$ cat config.mk
export PLATFORM = sky130hd
export DESIGN_NAME = pkt_proc_top
export DESIGN_NICKNAME = d
export VERILOG_FILES = /design/src/source/hdr_pkg.sv /design/src/source/pipe_pkg.sv /design/src/source/hdr_rewriter.sv /design/src/source/out_credit_queue.sv /design/src/source/pkt_parser.sv /design/src/source/pkt_proc_top.sv /design/src/source/route_table.sv
export SDC_FILE = /design/constraint.sdc
export NUM_CORES = 2
export LEC_CHECK = 0
export BUFFER_PORTS_ARGS = -buffer_cell sky130_fd_sc_hd__buf_2
export CAP_MARGIN = 10
export CORE_AREA = 2 2 674 676
export DETAILED_ROUTE_END_ITERATION = 8
export DIE_AREA = 0 0 676 678
export RECOVER_POWER = 50
export SLEW_MARGIN = 15
export SYNTH_ARGS = -nofsm -noshare
export SYNTH_HDL_FRONTEND = slang
export SYNTH_HIERARCHICAL = 1
export SYNTH_SLANG_ARGS = --single-unit
$ cat constraint.sdc
create_clock -name clk_i -period 17.1 [get_ports clk_i]
set_input_delay 5.13 -clock clk_i [delete_from_list [all_inputs] [get_ports clk_i]]
set_output_delay 5.13 -clock clk_i [all_outputs]
set_load 0.02 [all_outputs]
$ cat src/source/hdr_pkg.sv
`default_nettype none

package hdr_pkg;

    // fixed header window handed to the stage
    localparam int HDR_BYTES = 64;

    // byte 0 of the header sits in the top bits
    typedef logic [HDR_BYTES*8-1:0] hdr_t;
    typedef logic [47:0] mac_t;
    typedef logic [31:0] ipv4_addr_t;
    typedef logic [7:0] ttl_t;

    // ethernet
    localparam int ETH_DST_OFF = 0;
    localparam int ETH_SRC_OFF = 6;
    localparam int ETH_TYPE_OFF = 12;

    // ipv4, offsets from the start of the frame
    localparam int IP_VER_OFF = 14;
    localparam int IP_TTL_OFF = 22;
    localparam int IP_CSUM_OFF = 24;
    localparam int IP_DST_OFF = 30;

    localparam logic [15:0] ETHERTYPE_IPV4 = 16'h0800;
    // version 4, ihl 5 (no options)
    localparam logic [7:0] IPV4_VER_IHL = 8'h45;
    localparam int IP_HDR_BYTES = 20;

    // lsb position of a field of len bytes starting at byte off
    function automatic int field_lsb(input int off, input int len);
        return (HDR_BYTES - off - len) * 8;
    endfunction

endpackage

`default_nettype wire

$ cat src/source/pipe_pkg.sv
`default_nettype none

package pipe_pkg;
    import hdr_pkg::*;

    // top level carries raw headers without the format package
    export hdr_pkg::hdr_t;

    typedef logic [2:0] route_idx_t;

    // decode result
    typedef struct packed {
        hdr_t hdr;
        logic is_ipv4;
        ipv4_addr_t dst_ip;
        ttl_t ttl;
    } parsed_t;

    // lookup result, next_hop only meaningful on hit
    typedef struct packed {
        parsed_t parsed;
        logic hit;
        mac_t next_hop;
    } lookup_t;

    // software write into the route table
    typedef struct packed {
        route_idx_t index;
        logic valid;
        ipv4_addr_t dst_ip;
        mac_t next_hop;
    } route_wr_t;

endpackage

`default_nettype wire

$ cat src/source/hdr_rewriter.sv
`timescale 1ns/1ps
`default_nettype none

module hdr_rewriter
    import hdr_pkg::*, pipe_pkg::*;
(
    input  logic    clk_i,
    input  logic    rst_n_i,

    input  logic    lookup_valid_i,
    input  lookup_t lookup_i,

    output logic    res_valid_o,
    output hdr_t    res_hdr_o
);

    // ones' complement sum of the ip header, checksum field must be zero
    function automatic logic [15:0] ip_csum(input hdr_t h);
        logic [19:0] sum;
        logic [15:0] word;
        sum = '0;
        for (int w = 0; w < IP_HDR_BYTES / 2; w++) begin
            word = h[field_lsb(IP_VER_OFF + 2 * w, 2) +: 16];
            sum  = sum + 20'(word);
        end
        // two folds are enough for ten words
        sum = 20'(sum[15:0]) + 20'(sum[19:16]);
        sum = 20'(sum[15:0]) + 20'(sum[19:16]);
        return ~sum[15:0];
    endfunction

    logic do_rewrite;
    mac_t old_dst;
    ttl_t new_ttl;
    hdr_t fwd_hdr;
    hdr_t res_d;

    // ttl of 1 would expire here, so leave it for the slow path
    assign do_rewrite = lookup_i.hit && (lookup_i.parsed.ttl > ttl_t'(1));

    assign old_dst = lookup_i.parsed.hdr[field_lsb(ETH_DST_OFF, 6) +: 48];
    assign new_ttl = lookup_i.parsed.ttl - ttl_t'(1);

    always_comb begin
        fwd_hdr = lookup_i.parsed.hdr;
        fwd_hdr[field_lsb(ETH_SRC_OFF, 6) +: 48] = old_dst;
        fwd_hdr[field_lsb(ETH_DST_OFF, 6) +: 48] = lookup_i.next_hop;
        fwd_hdr[field_lsb(IP_TTL_OFF, 1) +: 8]   = new_ttl;
        fwd_hdr[field_lsb(IP_CSUM_OFF, 2) +: 16] = 16'h0000;
        fwd_hdr[field_lsb(IP_CSUM_OFF, 2) +: 16] = ip_csum(fwd_hdr);
    end

    assign res_d = do_rewrite ? fwd_hdr : lookup_i.parsed.hdr;

    always_ff @(posedge clk_i) begin
        if (!rst_n_i) begin
            res_valid_o <= 1'b0;
        end else begin
            res_valid_o <= lookup_valid_i;
        end
    end

    always_ff @(posedge clk_i) begin
        if (lookup_valid_i) begin
            res_hdr_o <= res_d;
        end
    end

endmodule

`default_nettype wire

$ cat src/source/out_credit_queue.sv
`timescale 1ns/1ps
`default_nettype none

module out_credit_queue
    import hdr_pkg::*;
#(
    parameter int QUEUE_DEPTH = 4,
    parameter int OUT_CREDITS = 2
) (
    input  logic clk_i,
    input  logic rst_n_i,

    input  logic res_valid_i,
    input  hdr_t res_hdr_i,

    input  logic out_credit_i,
    output logic out_valid_o,
    output hdr_t out_hdr_o,

    output logic in_credit_o
);

    localparam int PTR_W = (QUEUE_DEPTH > 1) ? $clog2(QUEUE_DEPTH) : 1;
    localparam int CNT_W = $clog2(QUEUE_DEPTH + 1);
    localparam int CRD_W = $clog2(OUT_CREDITS + 1);

    hdr_t             mem [QUEUE_DEPTH];
    logic [PTR_W-1:0] wr_ptr;
    logic [PTR_W-1:0] rd_ptr;
    logic [CNT_W-1:0] count;
    logic [CRD_W-1:0] credits;
    logic             full;
    logic             pop;

    assign full = (count == CNT_W'(QUEUE_DEPTH));

    // drain one header per cycle while downstream has room
    assign pop = (count != '0) && (credits != '0);

    assign out_valid_o = pop;
    assign out_hdr_o   = mem[rd_ptr];

    always_ff @(posedge clk_i) begin
        if (res_valid_i) begin
            mem[wr_ptr] <= res_hdr_i;
        end
    end

    always_ff @(posedge clk_i) begin
        if (!rst_n_i) begin
            wr_ptr <= '0;
            rd_ptr <= '0;
        end else begin
            if (res_valid_i) begin
                wr_ptr <= (wr_ptr == PTR_W'(QUEUE_DEPTH - 1)) ? '0 : wr_ptr + 1'b1;
            end
            if (pop) begin
                rd_ptr <= (rd_ptr == PTR_W'(QUEUE_DEPTH - 1)) ? '0 : rd_ptr + 1'b1;
            end
        end
    end

    always_ff @(posedge clk_i) begin
        if (!rst_n_i) begin
            count <= '0;
        end else begin
            case ({res_valid_i, pop})
                2'b10:   count <= count + 1'b1;
                2'b01:   count <= count - 1'b1;
                default: count <= count;
            endcase
        end
    end

    // credits held toward downstream
    always_ff @(posedge clk_i) begin
        if (!rst_n_i) begin
            credits <= CRD_W'(OUT_CREDITS);
        end else begin
            case ({out_credit_i, pop})
                2'b10:   credits <= credits + 1'b1;
                2'b01:   credits <= credits - 1'b1;
                default: credits <= credits;
            endcase
        end
    end

    // each freed slot goes back upstream as a credit
    always_ff @(posedge clk_i) begin
        if (!rst_n_i) begin
            in_credit_o <= 1'b0;
        end else begin
            in_credit_o <= pop;
        end
    end

    // upstream credit accounting keeps the queue from overflowing
    a_no_write_full: assert property (@(posedge clk_i) disable iff (!rst_n_i)
        res_valid_i |-> !full)
        else $error("header written into a full queue");

    // downstream returned more than it was given
    a_credit_bound: assert property (@(posedge clk_i) disable iff (!rst_n_i)
        credits <= CRD_W'(OUT_CREDITS))
        else $error("output credit count %0d above limit", credits);

endmodule

`default_nettype wire

$ cat src/source/pkt_parser.sv
`timescale 1ns/1ps
`default_nettype none

module pkt_parser
    import hdr_pkg::*, pipe_pkg::*;
(
    input  logic    clk_i,
    input  logic    rst_n_i,

    input  logic    in_valid_i,
    input  hdr_t    in_hdr_i,

    output logic    parsed_valid_o,
    output parsed_t parsed_o
);

    logic [15:0] eth_type;
    logic [7:0]  ver_ihl;
    parsed_t     parsed_d;

    assign eth_type = in_hdr_i[field_lsb(ETH_TYPE_OFF, 2) +: 16];
    assign ver_ihl  = in_hdr_i[field_lsb(IP_VER_OFF, 1) +: 8];

    // only plain ipv4 without options is routed
    always_comb begin
        parsed_d.hdr     = in_hdr_i;
        parsed_d.is_ipv4 = (eth_type == ETHERTYPE_IPV4) && (ver_ihl == IPV4_VER_IHL);
        parsed_d.dst_ip  = in_hdr_i[field_lsb(IP_DST_OFF, 4) +: 32];
        parsed_d.ttl     = in_hdr_i[field_lsb(IP_TTL_OFF, 1) +: 8];
    end

    always_ff @(posedge clk_i) begin
        if (!rst_n_i) begin
            parsed_valid_o <= 1'b0;
        end else begin
            parsed_valid_o <= in_valid_i;
        end
    end

    always_ff @(posedge clk_i) begin
        if (in_valid_i) begin
            parsed_o <= parsed_d;
        end
    end

endmodule

`default_nettype wire

$ cat src/source/pkt_proc_top.sv
`timescale 1ns/1ps
`default_nettype none

module pkt_proc_top
    import pipe_pkg::*;
#(
    parameter int TABLE_ENTRIES = 8,
    parameter int QUEUE_DEPTH   = 4,
    parameter int OUT_CREDITS   = 2
) (
    input  logic      clk_i,
    input  logic      rst_n_i,

    // upstream, credit based
    input  logic      in_valid_i,
    input  hdr_t      in_hdr_i,
    output logic      in_credit_o,

    // downstream, credit based
    output logic      out_valid_o,
    output hdr_t      out_hdr_o,
    input  logic      out_credit_i,

    // route table writes
    input  logic      tbl_wr_en_i,
    input  route_wr_t tbl_wr_i
);

    logic    parsed_valid;
    parsed_t parsed;
    logic    lookup_valid;
    lookup_t lookup;
    logic    res_valid;
    hdr_t    res_hdr;

    pkt_parser pkt_parser_inst (
        .clk_i          (clk_i),
        .rst_n_i        (rst_n_i),
        .in_valid_i     (in_valid_i),
        .in_hdr_i       (in_hdr_i),
        .parsed_valid_o (parsed_valid),
        .parsed_o       (parsed)
    );

    route_table #(
        .TABLE_ENTRIES (TABLE_ENTRIES)
    ) route_table_inst (
        .clk_i          (clk_i),
        .rst_n_i        (rst_n_i),
        .tbl_wr_en_i    (tbl_wr_en_i),
        .tbl_wr_i       (tbl_wr_i),
        .parsed_valid_i (parsed_valid),
        .parsed_i       (parsed),
        .lookup_valid_o (lookup_valid),
        .lookup_o       (lookup)
    );

    hdr_rewriter hdr_rewriter_inst (
        .clk_i          (clk_i),
        .rst_n_i        (rst_n_i),
        .lookup_valid_i (lookup_valid),
        .lookup_i       (lookup),
        .res_valid_o    (res_valid),
        .res_hdr_o      (res_hdr)
    );

    out_credit_queue #(
        .QUEUE_DEPTH (QUEUE_DEPTH),
        .OUT_CREDITS (OUT_CREDITS)
    ) out_credit_queue_inst (
        .clk_i        (clk_i),
        .rst_n_i      (rst_n_i),
        .res_valid_i  (res_valid),
        .res_hdr_i    (res_hdr),
        .out_credit_i (out_credit_i),
        .out_valid_o  (out_valid_o),
        .out_hdr_o    (out_hdr_o),
        .in_credit_o  (in_credit_o)
    );

endmodule

`default_nettype wire

$ cat src/source/route_table.sv
`timescale 1ns/1ps
`default_nettype none

module route_table
    import hdr_pkg::*, pipe_pkg::*;
#(
    parameter int TABLE_ENTRIES = 8
) (
    input  logic      clk_i,
    input  logic      rst_n_i,

    input  logic      tbl_wr_en_i,
    input  route_wr_t tbl_wr_i,

    input  logic      parsed_valid_i,
    input  parsed_t   parsed_i,

    output logic      lookup_valid_o,
    output lookup_t   lookup_o
);

    logic [TABLE_ENTRIES-1:0] ent_valid;
    ipv4_addr_t               ent_addr [TABLE_ENTRIES];
    mac_t                     ent_hop  [TABLE_ENTRIES];

    logic    match_any;
    mac_t    match_hop;
    lookup_t lookup_d;

    always_ff @(posedge clk_i) begin
        if (!rst_n_i) begin
            ent_valid <= '0;
        end else if (tbl_wr_en_i) begin
            ent_valid[tbl_wr_i.index] <= tbl_wr_i.valid;
        end
    end

    always_ff @(posedge clk_i) begin
        if (tbl_wr_en_i) begin
            ent_addr[tbl_wr_i.index] <= tbl_wr_i.dst_ip;
            ent_hop[tbl_wr_i.index]  <= tbl_wr_i.next_hop;
        end
    end

    // scan from the top so the lowest matching index wins
    always_comb begin
        match_any = 1'b0;
        match_hop = '0;
        for (int i = TABLE_ENTRIES - 1; i >= 0; i--) begin
            if (ent_valid[i] && (ent_addr[i] == parsed_i.dst_ip)) begin
                match_any = 1'b1;
                match_hop = ent_hop[i];
            end
        end
    end

    always_comb begin
        lookup_d.parsed   = parsed_i;
        lookup_d.hit      = match_any && parsed_i.is_ipv4;
        lookup_d.next_hop = match_hop;
    end

    always_ff @(posedge clk_i) begin
        if (!rst_n_i) begin
            lookup_valid_o <= 1'b0;
        end else begin
            lookup_valid_o <= parsed_valid_i;
        end
    end

    always_ff @(posedge clk_i) begin
        if (parsed_valid_i) begin
            lookup_o <= lookup_d;
        end
    end

    // software may only address entries that exist
    a_wr_index_range: assert property (@(posedge clk_i) disable iff (!rst_n_i)
        tbl_wr_en_i |-> (int'(tbl_wr_i.index) < TABLE_ENTRIES))
        else $error("route write index %0d out of range", tbl_wr_i.index);

endmodule

`default_nettype wire

==> impl_metrics.json <==
{
  "status": "finished, violations left",
  "violations": "capacitance limit, slew limit",
  "finalHoldViolations": 0,
  "synth_area_per_cell_um2": 22.8,
  "synthesis.area_um2": 156000,
  "post-route-util_pct": 40.5,
  "finalClockSkew_ns": 0.0958,
  "clkLatencyLatePin_ns": 1.02,
  "globalplace.congestion": 0.849,
  "routed_wl_mm": 418,
  "grt.overflow.total": 0,
  "die_height_um": 678,
  "core.rowCount": 247,
  "fin_nets": 8985,
  "slew_violations": 1829,
  "cts_setup_buffers": 0,
  "top_usage_layer": "met2",
  "antenna_found_initial": 229,
  "r2r_start": "out_credit_queue_inst/wr_ptr[0]",
  "root_buffer": "clkbuf_16",
  "port_buffers": 1114,
  "cp.depth": 5,
  "worst-path-max-fanout": 97,
  "syn_to_final_growth_pct": 16.9,
  "maxCapViolCount": 38,
  "cts_hold_buffers": 0,
  "synthesis.nets": 7600,
  "drt_iter0_drc": 7069,
  "cts_max_level": 5,
  "worstPathRequired_ns": 17.43,
  "endpoint": "out_credit_queue_inst/mem[2][378]",
  "holdPathStages": 0,
  "initial_core_util_pct": 34.7,
  "worst_setup_path_start_kind": "flip-flop",
  "cts-buffers-inserted": 435,
  "setup_ws_ns": 6.32,
  "ant_nets": 0,
  "drive_gt1_share_pct": 29.7,
  "dp_hpwl_mm": 271,
  "clkTransAtPathRegs_ns": 0.06,
  "yosys_warnings": 6,
  "cts_sinks": 4305,
  "fillerInstances": 39525,
  "reg2regPathDepth": 5,
  "cpLargestDelayFamily": "buffers and inverters",
  "grt_use_met3_pct": 3.13,
  "slowest_stage": "clkbuf_1",
  "startpoint": "out_credit_queue_inst/wr_ptr[0]",
  "slew_headroom_pct": -511,
  "crit_buf_inv": 3,
  "cts_tree": "done",
  "clockBufferDepth": 4,
  "cp_common_cell": "clkbuf_1",
  "drc": 0,
  "cts_resized": 0,
  "drtPass1Iterations": 6,
  "grt_usage_pct": 17.7,
  "cp-end-kind": "flip-flop",
  "powerDensity_nw_per_um2": 150,
  "io_pins": 1115,
  "preCtsSetupSlack_ns": 7.04,
  "post_drt_wl_per_cell_um": 28.5,
  "die_area_um2": 458000,
  "worst_pin_slew_ns": 9.16,
  "post-route-period-util_pct": 63.1,
  "cpPeakStageDelay_ns": 5.29,
  "r2r-end": "out_credit_queue_inst/mem[2][378]",
  "regToRegSetupSlack_ns": 6.32,
  "min_path_type": "flip-flop to flip-flop",
  "grt_pass1_vias": 74739,
  "grt_util_met2_pct": 30.9,
  "rsz0062_at_grt": "no",
  "period_needed_ns": 10.78,
  "fmax_mhz": 92.7,
  "peakVddDrop_mv": 0.205,
  "grt_pass1_wl_mm": 578,
  "die_w_um": 676,
  "routed_via_density": 5.01,
  "num_vias": 73326,
  "grt_max_degree": 131,
  "finalSetupViolCount": 0,
  "syn-instance-count": 6846,
  "arrival_ns": 11.11,
  "core_area_um2": 451000,
  "path_cells": "inv_1, ha_1, and2_0, clkbuf_1, clkbuf_1",
  "setup_tns_ns": 0,
  "crit_type": "flip-flop to flip-flop",
  "p_leak_nw": 59.2,
  "grtUsageMet1_pct": 21.6
}
## layout make-up
| cell class | count | area [um2] | share of cell area, % |
|---|---|---|---|
| Timing Repair Buffer | 1254 | 6530 | 3.57 |
| Clock inverter | 271 | 2930 | 1.60 |
| Multi-Input combinational cell | 2086 | 24800 | 13.6 |
| Clock buffer | 533 | 11300 | 6.19 |
| Inverter | 149 | 559 | 0.306 |
| Antenna cell | 70 | 175 | 0.0958 |
| Tap cell | 5976 | 7480 | 4.09 |
| Sequential cell | 4305 | 129000 | 70.6 |
## layer usage
layer	routed length (um)	vias up
li1	-	30648
met1	159000	38851
met2	213000	2837
met3	25300	944
met4	20100	46
met5	307	-
## flip-flops by register name, indices dropped and copies added, names as in the netlist, 3 cells and up, named ones only
register / count
route_table_inst/ent_addr: 256
pkt_parser_inst/parsed_o: 513
route_table_inst/ent_hop: 384
route_table_inst/lookup_o: 569
out_credit_queue_inst/count: 3
route_table_inst/ent_valid: 8
out_credit_queue_inst/mem: 2048
hdr_rewriter_inst/res_hdr_o: 512
## report_power, final
group	switching, mW	leakage [nW]	internal [mW]
Clock	4.05	6.89	5.37
Combinational	3.67	12.8	2.12
Sequential	0.198	39.5	12.0
## metrics by stage
stage | hold WS, ns | power [mW] | instances | instance area (um2)
after CTS | 0.360 | 27.7 | 14574 | 183000
after global routing | 0.367 | 28.4 | 14605 | 183000
after global placement | 0.400 | 18.1 | 13770 | 169000
final | 0.358 | 27.4 | 14644 | 183000
after floorplan | 0.400 | 16.4 | 6846 | 156000
after detailed placement | 0.405 | 18.2 | 13770 | 169000
## placed cells by master, fill, tap and decap left out, types with 17 or more instances in the layout
cell type,instances
clkinv_1,98
clkinv_2,71
or2_2,48
nor4b_1,39
xnor2_1,155
inv_1,149
dfxtp_1,21
mux2_2,87
clkbuf_16,435
a21oi_1,71
diode_2,70
nor3_1,17
edfxtp_1,4282
and2_1,55
clkbuf_1,145
xor2_1,148
o21ai_0,39
buf_2,1113
fa_1,98
mux2i_1,52
bufinv_16,42
a41oi_2,23
nand4_1,43
a41oi_1,24
nor4_1,127
o31ai_1,53
nor2_1,34
nand3_1,71
ha_1,55
nand2_1,148
mux4_2,512
buf_4,79
## how the worst min path moves through the flow
stage / start / end / slack (ns)
after global routing: pkt_parser_inst/parsed_o[205] / route_table_inst/lookup_o[254] / 0.37
final: pkt_parser_inst/parsed_o[205] / route_table_inst/lookup_o[254] / 0.36
after CTS: route_table_inst/lookup_o[123] / hdr_rewriter_inst/res_hdr_o[33] / 0.36
after global placement: route_table_inst/lookup_o[328] / hdr_rewriter_inst/res_hdr_o[238] / 0.40
after floorplan: route_table_inst/lookup_o[90] / hdr_rewriter_inst/res_hdr_o[0] / 0.40
after detailed placement: route_table_inst/lookup_o[237] / hdr_rewriter_inst/res_hdr_o[147] / 0.40
## worst reg2reg max path, delay by kind of cell, from the launching register on
| kind | cells | cell delay, ns |
|---|---|---|
| buf+inv | 3 | 7.54 |
| simple gates | 1 | 1.95 |
| flops | 1 | 0.35 |
| fa+ha+maj | 1 | 0.14 |
Note: power is estimated with default switching activity, not from simulation.
